[src/source/gb_host_pkg.sv]
`default_nettype none

package gb_host_pkg;

    // ==============================
    // Widths and sizes
    // ==============================

    // CPU enable divider, one pulse per 16 system clocks
    localparam int CLK_DIV_W = 4;
    // RTC divider, one pulse per 2048 system clocks
    localparam int RTC_DIV_W = 11;

    // Download byte address from the host
    localparam int IOCTL_ADDR_W = 25;
    // Mapper byte address into cartridge ROM
    localparam int MBC_ADDR_W = 23;
    // SDRAM is word addressed, so one bit less than a byte address
    localparam int SDRAM_ADDR_W = 24;
    localparam int SDRAM_DATA_W = 16;
    localparam int LOAD_INDEX_W = 8;

    // ==============================
    // Constants
    // ==============================

    // Divider phases for the two CPU enables, half a period apart
    localparam logic [CLK_DIV_W-1:0] CE_CPU_PHASE = 4'd0;
    localparam logic [CLK_DIV_W-1:0] CE_CPU_N_PHASE = 4'd8;

    // Cartridge ROM code in the low six bits of the download index
    localparam logic [5:0] CART_INDEX_ROM = 6'h01;
    // Full index codes that also count as a cartridge load
    localparam logic [LOAD_INDEX_W-1:0] CART_INDEX_BOOT = 8'h00;
    localparam logic [LOAD_INDEX_W-1:0] CART_INDEX_ALT = 8'h80;

    // Monochrome grey levels, shade 0 is white and shade 3 is black
    // Element 0 sits in the lowest byte
    localparam logic [3:0][7:0] DMG_SHADE = {8'h00, 8'h55, 8'hAA, 8'hFF};

    // LCD mode codes as reported by the video unit
    localparam logic [1:0] LCD_MODE_HBLANK = 2'd0;
    localparam logic [1:0] LCD_MODE_VBLANK = 2'd1;

    // ==============================
    // Struct types
    // ==============================

    // Clock enables for the console core and the cartridge RTC
    typedef struct packed {
        logic cpu;
        logic cpu_n;
        logic cpu2x;
        logic rtc;
    } clk_en_t;

    // Host download port
    typedef struct packed {
        logic                    download;
        logic                    wr;
        logic [IOCTL_ADDR_W-1:0] addr;
        logic [SDRAM_DATA_W-1:0] dout;
        logic [LOAD_INDEX_W-1:0] index;
    } ioctl_t;

    // Request towards the SDRAM controller
    typedef struct packed {
        logic [SDRAM_ADDR_W-1:0] addr;
        logic [SDRAM_DATA_W-1:0] din;
        // Byte strobes, bit 1 is the upper lane
        logic [1:0]              ds;
        logic                    oe;
        logic                    we;
    } sdram_req_t;

    // LCD stream from the video unit
    typedef struct packed {
        logic        clkena;
        logic [1:0]  mode;
        // RGB555 with red in the top five bits
        logic [14:0] rgb;
        logic [1:0]  shade;
        logic        is_gbc;
    } lcd_t;

    // VGA style output, sync and blank are levels
    typedef struct packed {
        logic [7:0] r;
        logic [7:0] g;
        logic [7:0] b;
        logic       hs;
        logic       vs;
        logic       hb;
        logic       vb;
    } vga_t;

endpackage

`default_nettype wire

[src/source/clock_enable_gen.sv]
`timescale 1ns/1ns
`default_nettype none

module clock_enable_gen (
    input  wire                  clk_sys,
    input  wire                  i_rst_n,
    output gb_host_pkg::clk_en_t o_clk_en
);

    // ==============================
    // Dividers
    // ==============================

    logic [gb_host_pkg::CLK_DIV_W-1:0] clk_div;
    logic [gb_host_pkg::CLK_DIV_W-1:0] clk_div_next;
    logic [gb_host_pkg::RTC_DIV_W-1:0] rtc_div;
    logic [gb_host_pkg::RTC_DIV_W-1:0] rtc_div_next;

    // Enables decode the value the divider is about to take,
    // so each pulse lines up with its divider phase
    assign clk_div_next = clk_div + 1'b1;
    assign rtc_div_next = rtc_div + 1'b1;

    always_ff @(posedge clk_sys or negedge i_rst_n) begin
        if (!i_rst_n) begin
            clk_div <= '0;
            rtc_div <= '0;
        end else begin
            // Both dividers wrap freely
            clk_div <= clk_div_next;
            rtc_div <= rtc_div_next;
        end
    end

    // ==============================
    // Enable registers
    // ==============================

    always_ff @(posedge clk_sys or negedge i_rst_n) begin
        if (!i_rst_n) begin
            o_clk_en <= '0;
        end else begin
            // Normal speed CPU enable, 1 in 16
            o_clk_en.cpu <= (clk_div_next == gb_host_pkg::CE_CPU_PHASE);
            // Same rate, opposite half of the period
            o_clk_en.cpu_n <= (clk_div_next == gb_host_pkg::CE_CPU_N_PHASE);
            // Double speed fires on both phases, 1 in 8
            o_clk_en.cpu2x <= (clk_div_next == gb_host_pkg::CE_CPU_PHASE) ||
                              (clk_div_next == gb_host_pkg::CE_CPU_N_PHASE);
            // RTC tick near 32 kHz
            o_clk_en.rtc <= (rtc_div_next == '0);
        end
    end

    // ==============================
    // Checks
    // ==============================

    // The two CPU phases never overlap
    a_cpu_phases_apart: assert property (
        @(posedge clk_sys) disable iff (!i_rst_n)
        !(o_clk_en.cpu && o_clk_en.cpu_n)
    );

    // Every normal speed tick is also a double speed tick
    a_cpu_in_cpu2x: assert property (
        @(posedge clk_sys) disable iff (!i_rst_n)
        o_clk_en.cpu |-> o_clk_en.cpu2x
    );

endmodule

`default_nettype wire

[src/source/gb_host_bridge.sv]
`timescale 1ns/1ns
`default_nettype none

module gb_host_bridge (
    input  wire                                 clk_sys,
    input  wire                                 i_rst_n,

    // Host download port
    input  wire gb_host_pkg::ioctl_t            i_ioctl,

    // Mapper side
    input  wire [gb_host_pkg::MBC_ADDR_W-1:0]   i_mbc_addr,
    input  wire                                 i_cart_rd,
    input  wire                                 i_cram_rd,
    input  wire                                 i_dn_write,

    // SDRAM read data
    input  wire [gb_host_pkg::SDRAM_DATA_W-1:0] i_sdram_do,

    // LCD stream from the video unit
    input  wire gb_host_pkg::lcd_t              i_lcd,

    // Enables for core and cartridge
    output wire gb_host_pkg::clk_en_t           o_clk_en,

    // SDRAM request and ROM byte
    output wire gb_host_pkg::sdram_req_t        o_sdram_req,
    output wire                                 o_cart_download,
    output wire [7:0]                           o_rom_byte,

    // Video out
    output wire gb_host_pkg::vga_t              o_vga
);

    // ==============================
    // Clock enables
    // ==============================

    clock_enable_gen clk_en_i (
        .clk_sys  (clk_sys),
        .i_rst_n  (i_rst_n),
        .o_clk_en (o_clk_en)
    );

    // ==============================
    // SDRAM request path
    // ==============================

    // Combinational, same cycle as its inputs
    sdram_request_mux sdram_mux_i (
        .clk_sys         (clk_sys),
        .i_rst_n         (i_rst_n),
        .i_ioctl         (i_ioctl),
        .i_mbc_addr      (i_mbc_addr),
        .i_cart_rd       (i_cart_rd),
        .i_cram_rd       (i_cram_rd),
        .i_dn_write      (i_dn_write),
        .i_sdram_do      (i_sdram_do),
        .o_sdram_req     (o_sdram_req),
        .o_cart_download (o_cart_download),
        .o_rom_byte      (o_rom_byte)
    );

    // ==============================
    // Video path
    // ==============================

    // One register stage from LCD to VGA
    lcd_to_vga lcd_vga_i (
        .clk_sys (clk_sys),
        .i_rst_n (i_rst_n),
        .i_lcd   (i_lcd),
        .o_vga   (o_vga)
    );

endmodule

`default_nettype wire

[src/source/lcd_to_vga.sv]
`timescale 1ns/1ns
`default_nettype none

module lcd_to_vga (
    input  wire                   clk_sys,
    input  wire                   i_rst_n,
    input  wire gb_host_pkg::lcd_t i_lcd,
    output gb_host_pkg::vga_t     o_vga
);

    // ==============================
    // Colour path
    // ==============================

    logic [7:0]        grey;
    logic [4:0]        red5;
    logic [4:0]        green5;
    logic [4:0]        blue5;
    gb_host_pkg::vga_t vga_d;

    // Shade 0 is the lightest grey
    assign grey = gb_host_pkg::DMG_SHADE[i_lcd.shade];

    // Split RGB555, red on top
    assign red5 = i_lcd.rgb[14:10];
    assign green5 = i_lcd.rgb[9:5];
    assign blue5 = i_lcd.rgb[4:0];

    always_comb begin
        if (i_lcd.is_gbc) begin
            // Repeat the top bits so full scale maps to FF
            vga_d.r = {red5, red5[4:2]};
            vga_d.g = {green5, green5[4:2]};
            vga_d.b = {blue5, blue5[4:2]};
        end else begin
            // Monochrome game, same grey on all channels
            vga_d.r = grey;
            vga_d.g = grey;
            vga_d.b = grey;
        end

        // ==============================
        // Sync and blank levels
        // ==============================

        // Syncs are low for the whole blank period
        vga_d.hs = (i_lcd.mode != gb_host_pkg::LCD_MODE_HBLANK);
        vga_d.vs = (i_lcd.mode != gb_host_pkg::LCD_MODE_VBLANK);
        // Active video only while the LCD pixel strobe is up
        vga_d.hb = !i_lcd.clkena;
        vga_d.vb = (i_lcd.mode == gb_host_pkg::LCD_MODE_VBLANK);
    end

    // ==============================
    // Output register
    // ==============================

    always_ff @(posedge clk_sys or negedge i_rst_n) begin
        if (!i_rst_n) begin
            // Black screen, syncs idle high, blanked line
            o_vga.r <= '0;
            o_vga.g <= '0;
            o_vga.b <= '0;
            o_vga.hs <= 1'b1;
            o_vga.vs <= 1'b1;
            o_vga.hb <= 1'b1;
            o_vga.vb <= 1'b0;
        end else begin
            o_vga <= vga_d;
        end
    end

    // ==============================
    // Checks
    // ==============================

    // Vertical blank always comes with vertical sync active
    a_vb_has_vs: assert property (
        @(posedge clk_sys) disable iff (!i_rst_n)
        o_vga.vb |-> !o_vga.vs
    );

endmodule

`default_nettype wire

[src/source/sdram_request_mux.sv]
`timescale 1ns/1ns
`default_nettype none

module sdram_request_mux (
    input  wire                                     clk_sys,
    input  wire                                     i_rst_n,
    input  wire gb_host_pkg::ioctl_t                i_ioctl,
    input  wire [gb_host_pkg::MBC_ADDR_W-1:0]       i_mbc_addr,
    input  wire                                     i_cart_rd,
    input  wire                                     i_cram_rd,
    input  wire                                     i_dn_write,
    input  wire [gb_host_pkg::SDRAM_DATA_W-1:0]     i_sdram_do,
    output gb_host_pkg::sdram_req_t                 o_sdram_req,
    output logic                                    o_cart_download,
    output logic [7:0]                              o_rom_byte
);

    // Zero bits that pad the mapper word address up to the SDRAM width
    localparam int PAD_W = gb_host_pkg::SDRAM_ADDR_W - gb_host_pkg::MBC_ADDR_W + 1;

    // ==============================
    // Download decode
    // ==============================

    logic index_rom;
    logic index_full;

    // ROM code may carry extra flags in the top two bits
    assign index_rom = (i_ioctl.index[5:0] == gb_host_pkg::CART_INDEX_ROM);
    // Two whole codes also load the cartridge
    assign index_full = (i_ioctl.index == gb_host_pkg::CART_INDEX_BOOT) ||
                        (i_ioctl.index == gb_host_pkg::CART_INDEX_ALT);

    assign o_cart_download = i_ioctl.download && (index_rom || index_full);

    // ==============================
    // Request steering
    // ==============================

    always_comb begin
        if (o_cart_download) begin
            // Host writes whole words, byte address halved
            o_sdram_req.addr = i_ioctl.addr[gb_host_pkg::IOCTL_ADDR_W-1:1];
            o_sdram_req.din = i_ioctl.dout;
            o_sdram_req.ds = 2'b11;
            o_sdram_req.oe = 1'b0;
            o_sdram_req.we = i_dn_write;
        end else begin
            // Mapper reads single bytes from the word address
            o_sdram_req.addr = {{PAD_W{1'b0}}, i_mbc_addr[gb_host_pkg::MBC_ADDR_W-1:1]};
            o_sdram_req.din = '0;
            // Odd byte lives in the upper lane
            o_sdram_req.ds = {i_mbc_addr[0], ~i_mbc_addr[0]};
            // Cart RAM reads are served elsewhere
            o_sdram_req.oe = i_cart_rd && !i_cram_rd;
            o_sdram_req.we = 1'b0;
        end
    end

    // ==============================
    // ROM byte select
    // ==============================

    // Same lane rule as the byte strobes
    assign o_rom_byte = i_mbc_addr[0] ? i_sdram_do[15:8] : i_sdram_do[7:0];

    // ==============================
    // Checks
    // ==============================

    // Read and write requests are mutually exclusive
    a_no_rd_wr_overlap: assert property (
        @(posedge clk_sys) disable iff (!i_rst_n)
        !(o_sdram_req.oe && o_sdram_req.we)
    );

endmodule

`default_nettype wire
[config.mk]
export PLATFORM = sky130hd
export DESIGN_NAME = gb_host_bridge
export DESIGN_NICKNAME = d
export VERILOG_FILES = /design/src/source/gb_host_pkg.sv /design/src/source/clock_enable_gen.sv /design/src/source/gb_host_bridge.sv /design/src/source/lcd_to_vga.sv /design/src/source/sdram_request_mux.sv
export SDC_FILE = /design/constraint.sdc
export NUM_CORES = 1
export LEC_CHECK = 0
export BUFFER_PORTS_ARGS = -buffer_cell sky130_fd_sc_hd__buf_2
export CORE_UTILIZATION = 36
export CTS_BUF_LIST = sky130_fd_sc_hd__clkbuf_8
export DETAILED_ROUTE_END_ITERATION = 8
export PLACE_DENSITY = 0.75
export SLEW_MARGIN = 25
export SYNTH_ARGS = -nofsm -noshare
export SYNTH_HDL_FRONTEND = slang
export SYNTH_HIERARCHICAL = 1
export SYNTH_SLANG_ARGS = --single-unit
export TNS_END_PERCENT = 100
[constraint.sdc]
create_clock -name clk_sys -period 3.1 [get_ports clk_sys]
set_input_delay 0.775 -clock clk_sys [delete_from_list [all_inputs] [get_ports clk_sys]]
set_output_delay 0.775 -clock clk_sys [all_outputs]
set_load 0.01 [all_outputs]
Word level (Yosys, flattened, before mapping)
Index checks and enable logic that the tools add are counted.
{ "classes": {"bitwise_logic": 1, "reduce_logical": 11, "n_lt_le_gt_ge": 1, "eq_ne": 5, "addsub": 2, "muxes": 5} }
{ "ops": {"columns": ["cell", "n"], "rows": [
  ["two-way mux 44 bit", 1],
  ["two-way mux 24 bit", 1],
  ["binary-select mux 8 bit (select 2 bit)", 1],
  ["two-way mux 8 bit", 2],
  ["adder 11 x 1 -> 11 bit (second input constant)", 1],
  ["logical NOT 11 bit", 1],
  ["== test 8 bit (second input constant)", 1],
  ["logical NOT 8 bit", 1],
  ["== test 6 x 1 -> 1 bit (second input constant)", 1],
  ["adder 4 x 1 -> 4 bit (second input constant)", 1],
  ["== test 4 bit (second input constant)", 1],
  ["logical NOT 4 bit", 1],
  ["logical OR 1 bit", 3],
  ["< comparator 2 x 3 -> 1 bit (second input constant)", 1],
  ["== test 2 x 1 -> 1 bit (second input constant)", 1],
  ["logical AND 1 bit", 2],
  ["logical NOT 1 bit", 2],
  ["inequality test 2 x 1 -> 1 bit (second input constant)", 1],
  ["nonzero test 2 bit", 1],
  ["NOT 1 bit", 1]
]} }
{ "totals": {"output_inout_bits": 85, "register_bits": 47} }

Logic depth before layout (Yosys ltp)
{ "depth": {"depth_word": 5, "mapped_depth": 5, "depth_no_buf": 5} }

Cells and area by module
Netlist, hierarchy kept.
{ "by_module_without_submodules": {"columns": ["module", "cells_per_inst", "instances", "seq_area_each_um2", "area_each_um2"], "rows": [
  ["lcd_to_vga", 76, 1, 704.4, 1036.0],
  ["clock_enable_gen", 58, 1, 475.5, 758.2],
  ["sdram_request_mux", 60, 1, 0.0, 556.8]
]} }

Least setup slack after synthesis
No wires, ideal clock.
{ "synth_timing": {"kind": "input-to-output", "start": "input i_ioctl[5] in the netlist's numbering", "end": "output o_sdram_req[25] in the netlist's numbering", "setup_slack_ps": -80, "stages": 4, "arrival_time_ps": 2405, "n_path_buf": 1, "path_cell_list": "or4b_4 > a2111oi_4 > buf_6 > mux2_2"} }
{ "synth_rtl": {"columns": ["element", "line", "text"], "rows": [
  ["start, declared", "gb_host_bridge.sv:9", "input wire gb_host_pkg::ioctl_t i_ioctl,"],
  ["end, declared", "gb_host_bridge.sv:27", "output wire gb_host_pkg::sdram_req_t o_sdram_req,"]
]} }

==> metrics.csv <==
stage,metric,value,unit
floorplan,die_w,82.8,um
drt,dr_total_vias,2189,
critical_path,crit_type,in -> out,
job,cap_violations,0,
floorplan,die-area,6860,sq um
clocking,clock_latency,300,ps
critical_path,crit_chain,"buf_2, or4b_4, a2111oi_4, buf_6, buf_12, mux2_4, buf_6",
finish,syn_to_final_growth,72.0,%
critical_path,worstPathArrival,2480,ps
drt,top_layer,met4,
sta,hold_viol,0,
sta,rsz0062_at_grt,true,
sta,maxSlewViolCount,0,
sta,min_period,3260,ps
drt,first_pass_iters,4,
critical_path,slowest_delay,540,ps
clocking,tritoncts,built,
status,status,"complete, but fails checks",
floorplan,rows,29,
global_routing,grt_max_degree,48,
placed_design,placed_area,3390,sq um
drt,wl_met2,4.43,mm
floorplan,ioPinCount,201,
finish,final_cell_area,4040,sq um
placed_design,portBuffers,197,
critical_path,cp_slowest_cell,or4b_4,
finish,fin_nets,516,
critical_path,required,2320,ps
critical_path,crit_path_frequent_cell,buf_6,
sta,fmaxAchievable,307,MHz
global_routing,grt_remaining_overflow,0,
sta,worstMarginPinSlew,618,ps
synthesis,syn-num-nets,312,
sta,tns,-4290,ps
synthesis,synthesis.area,2350,sq um
drt,drc,0,
sta,setup_ws,-160,ps
drt,wl_per_cell,17.3,um
clocking,htree_levels,2,
power_and_ir_drop,leakage,2.19,nW
floorplan,core-area,6310,sq um
drt,wl_met1,3.03,mm
critical_path,path_max_fanout,6,
drt,antenna_left,0,
critical_path,crit_buf_inv,4,
sta,skew,5.99,ps
clocking,clockBufferDepth,2,
critical_path,critPathLaunchType,input port,
critical_path,crit_cells,7,
critical_path,worstSetupEndpointType,output port,
global_routing,grt_pass1_vias,2188,
critical_path,timing.rr.start,clk_en_i/rtc_div[0],
min_path,hp-start,clk_en_i/clk_div[0],
global_routing,grt_pass1_wl,11.4,mm
finish,diodes,0,
synthesis,yosys_warnings,6,
clocking,path_clk_slew,80,ps
synthesis,synth.distinct_cells,38,
min_path,holdPathStages,1,
global_routing,antenna_found_initial,0,
clocking,cts_root_buf,clkbuf_8,
placed_design,gp_congestion,0.831,
critical_path,r2r_cells,5,
sta,slew_headroom,0.588,
sta,finalSetupViolCount,43,
power_and_ir_drop,irDropWorstVdd,0.371,mV
clocking,clock-sinks,47,
synthesis,synth_cells,194,
drt,wl_met3,654,um
placed_design,post-dp-hpwl,6.09,mm
floorplan,start_util,0.372,
synthesis,ys_seq_area_frac,0.502,
status,violations,negative setup slack,
synthesis,synth.avg_cell_area,12.1,sq um
synthesis,yosys_register_bits,47,
drt,drt-initial-drc-count,45,
clocking,cts_made_buffers,5,
min_path,hold_class,reg -> reg,
critical_path,crit_start,i_ioctl[3],
critical_path,crit_family,buffers and inverters,
finish,drive_gt1_frac,0.709,
critical_path,r2r_slack,1550,ps
sta,period_share,1.05,
drt,wl,8.22,mm
global_routing,grt_usage,0.217,
floorplan,dieHeight,82.8,um
power_and_ir_drop,p_per_area,362,nW/um^2
drt,vias_per_cell,4.60,
==> stage by stage <==
stage | hold slack, ps | std cells | util | setup slack, ps | power [mW]
2_1_floorplan | 421 | 194 | - | 0.923 | 0.763
3_3_place_gp | 440 | 462 | 0.537 | -159 | 0.900
3_5_place_dp | 447 | 462 | 0.537 | -204 | 0.906
4_1_cts | 462 | 473 | 0.590 | -183 | 1.45
5_1_grt | 509 | 476 | 0.640 | -171 | 1.52
6_report | 461 | 476 | 0.640 | -160 | 1.46
==> cell usage after synthesis <==
master | number | area share
nand2_1 | 3 | 0.0048
o31a_1 | 1 | 0.0037
nand3_2 | 1 | 0.0043
dfstp_2 | 3 | 0.034
nor2_2 | 1 | 0.0027
nor2b_4 | 1 | 0.0059
mux2_1 | 1 | 0.0048
nand2b_1 | 2 | 0.0053
a2bb2oi_1 | 1 | 0.0037
a21oi_2 | 10 | 0.037
buf_2 | 1 | 0.0021
or2_2 | 2 | 0.0053
nor4b_2 | 1 | 0.0064
nor3b_1 | 1 | 0.0032
nand4_1 | 1 | 0.0027
nand3_1 | 3 | 0.0064
dfrtp_1 | 44 | 0.47
inv_1 | 18 | 0.029
buf_6 | 5 | 0.024
and2_1 | 21 | 0.056
ha_1 | 2 | 0.011
nor2_4 | 1 | 0.0048
nor3_1 | 1 | 0.0021
a21oi_1 | 2 | 0.0043
clkbuf_1 | 2 | 0.0032
nand3_4 | 1 | 0.0075
nor4_1 | 4 | 0.011
or4b_4 | 1 | 0.0059
buf_4 | 1 | 0.0032
xor2_1 | 7 | 0.026
mux2_2 | 29 | 0.14
xnor2_1 | 3 | 0.011
nor2_1 | 3 | 0.0048
a21o_1 | 11 | 0.035
a2111oi_4 | 1 | 0.012
nor2b_1 | 2 | 0.0053
or2_1 | 1 | 0.0027
clkbuf_4 | 1 | 0.0032
==> cell families (layout without fill, tap and decap cells) <==
kind of cell,after synthesis,after routing,share of synthesized area
AO/OA/AOI/OAI,26,26,0.0958
multiplexers,30,30,0.144
XOR/XNOR,10,10,0.0373
adder cells (fa/ha/maj),2,2,0.0106
AND/OR/NAND/NOR,51,51,0.146
buffers and inverters,28,233,0.0644
flip-flops,47,47,0.502
==> area by class of cell <==
type	count	area, sq um
Fill cell	519	2270
Timing Repair Buffer	207	1420
Sequential cell	47	1180
Multi-Input combinational cell	119	1140
Tap cell	77	96.3
Clock buffer	5	68.8
Clock inverter	3	67.6
Inverter	18	67.6
==> cells in the final DEF (no fill, tap or decap), types with 2 or more instances in the layout <==
cell type / netlist / routed
clkbuf_8: 0 / 5
xnor2_1: 3 / 3
and2_4: 0 / 14
nor2b_1: 2 / 2
mux2_2: 29 / 10
mux2_4: 0 / 20
buf_4: 1 / 3
ha_1: 2 / 2
buf_2: 1 / 154
a21oi_2: 10 / 10
dfrtp_1: 44 / 44
dfstp_2: 3 / 3
buf_8: 0 / 2
and2_1: 21 / 7
a21o_1: 11 / 11
inv_1: 18 / 18
clkbuf_16: 0 / 3
nand3_1: 3 / 3
xor2_1: 7 / 7
buf_12: 0 / 2
nand2_1: 3 / 3
buf_6: 5 / 43
bufinv_16: 0 / 2
nor2_1: 3 / 3
nor4_1: 4 / 4
a21oi_1: 2 / 2
==> flip-flops by register name, summed over array words and instances, names as in the netlist <==
name	cells
clk_en_i/clk_div	4
lcd_vga_i/o_vga	28
clk_en_i/o_clk_en	4
clk_en_i/rtc_div	11
==> repair_timing <==
action | CTS | global route
cloned | 1 | 3
gates resized for setup | 32 | 66
endpoints found under the setup margin | 30 | 45
setup buffers | 2 | 1
pin swaps | 1 | 12
hold buffers | 0 | 0
==> power breakdown <==
group	switching (mW)	internal (mW)	leakage, nW	total (mW)
Sequential	0.00565	0.640	0.570	0.646
Combinational	0.132	0.159	1.55	0.291
Clock	0.207	0.321	0.0644	0.528
Total	0.345	1.12	2.19	1.46
==> path summary, 6_finish.rpt <==
check	end
setup reg to reg	clk_en_i/o_clk_en[0]
hold / removal	clk_en_i/clk_div[0]
hold reg to reg	clk_en_i/clk_div[0]
min in group asynchronous	clk_en_i/o_clk_en[1]
max in group asynchronous	lcd_vga_i/o_vga[10]
setup / recovery	o_sdram_req[40]
==> routing by layer <==
layer	vias to the layer above	GRT usage
li1	1053	-
met1	1040	0.242
met2	85	0.390
met3	11	0.0706
met4	0	0.0643
met5	-	0
Power figures use the tool's default switching activity.
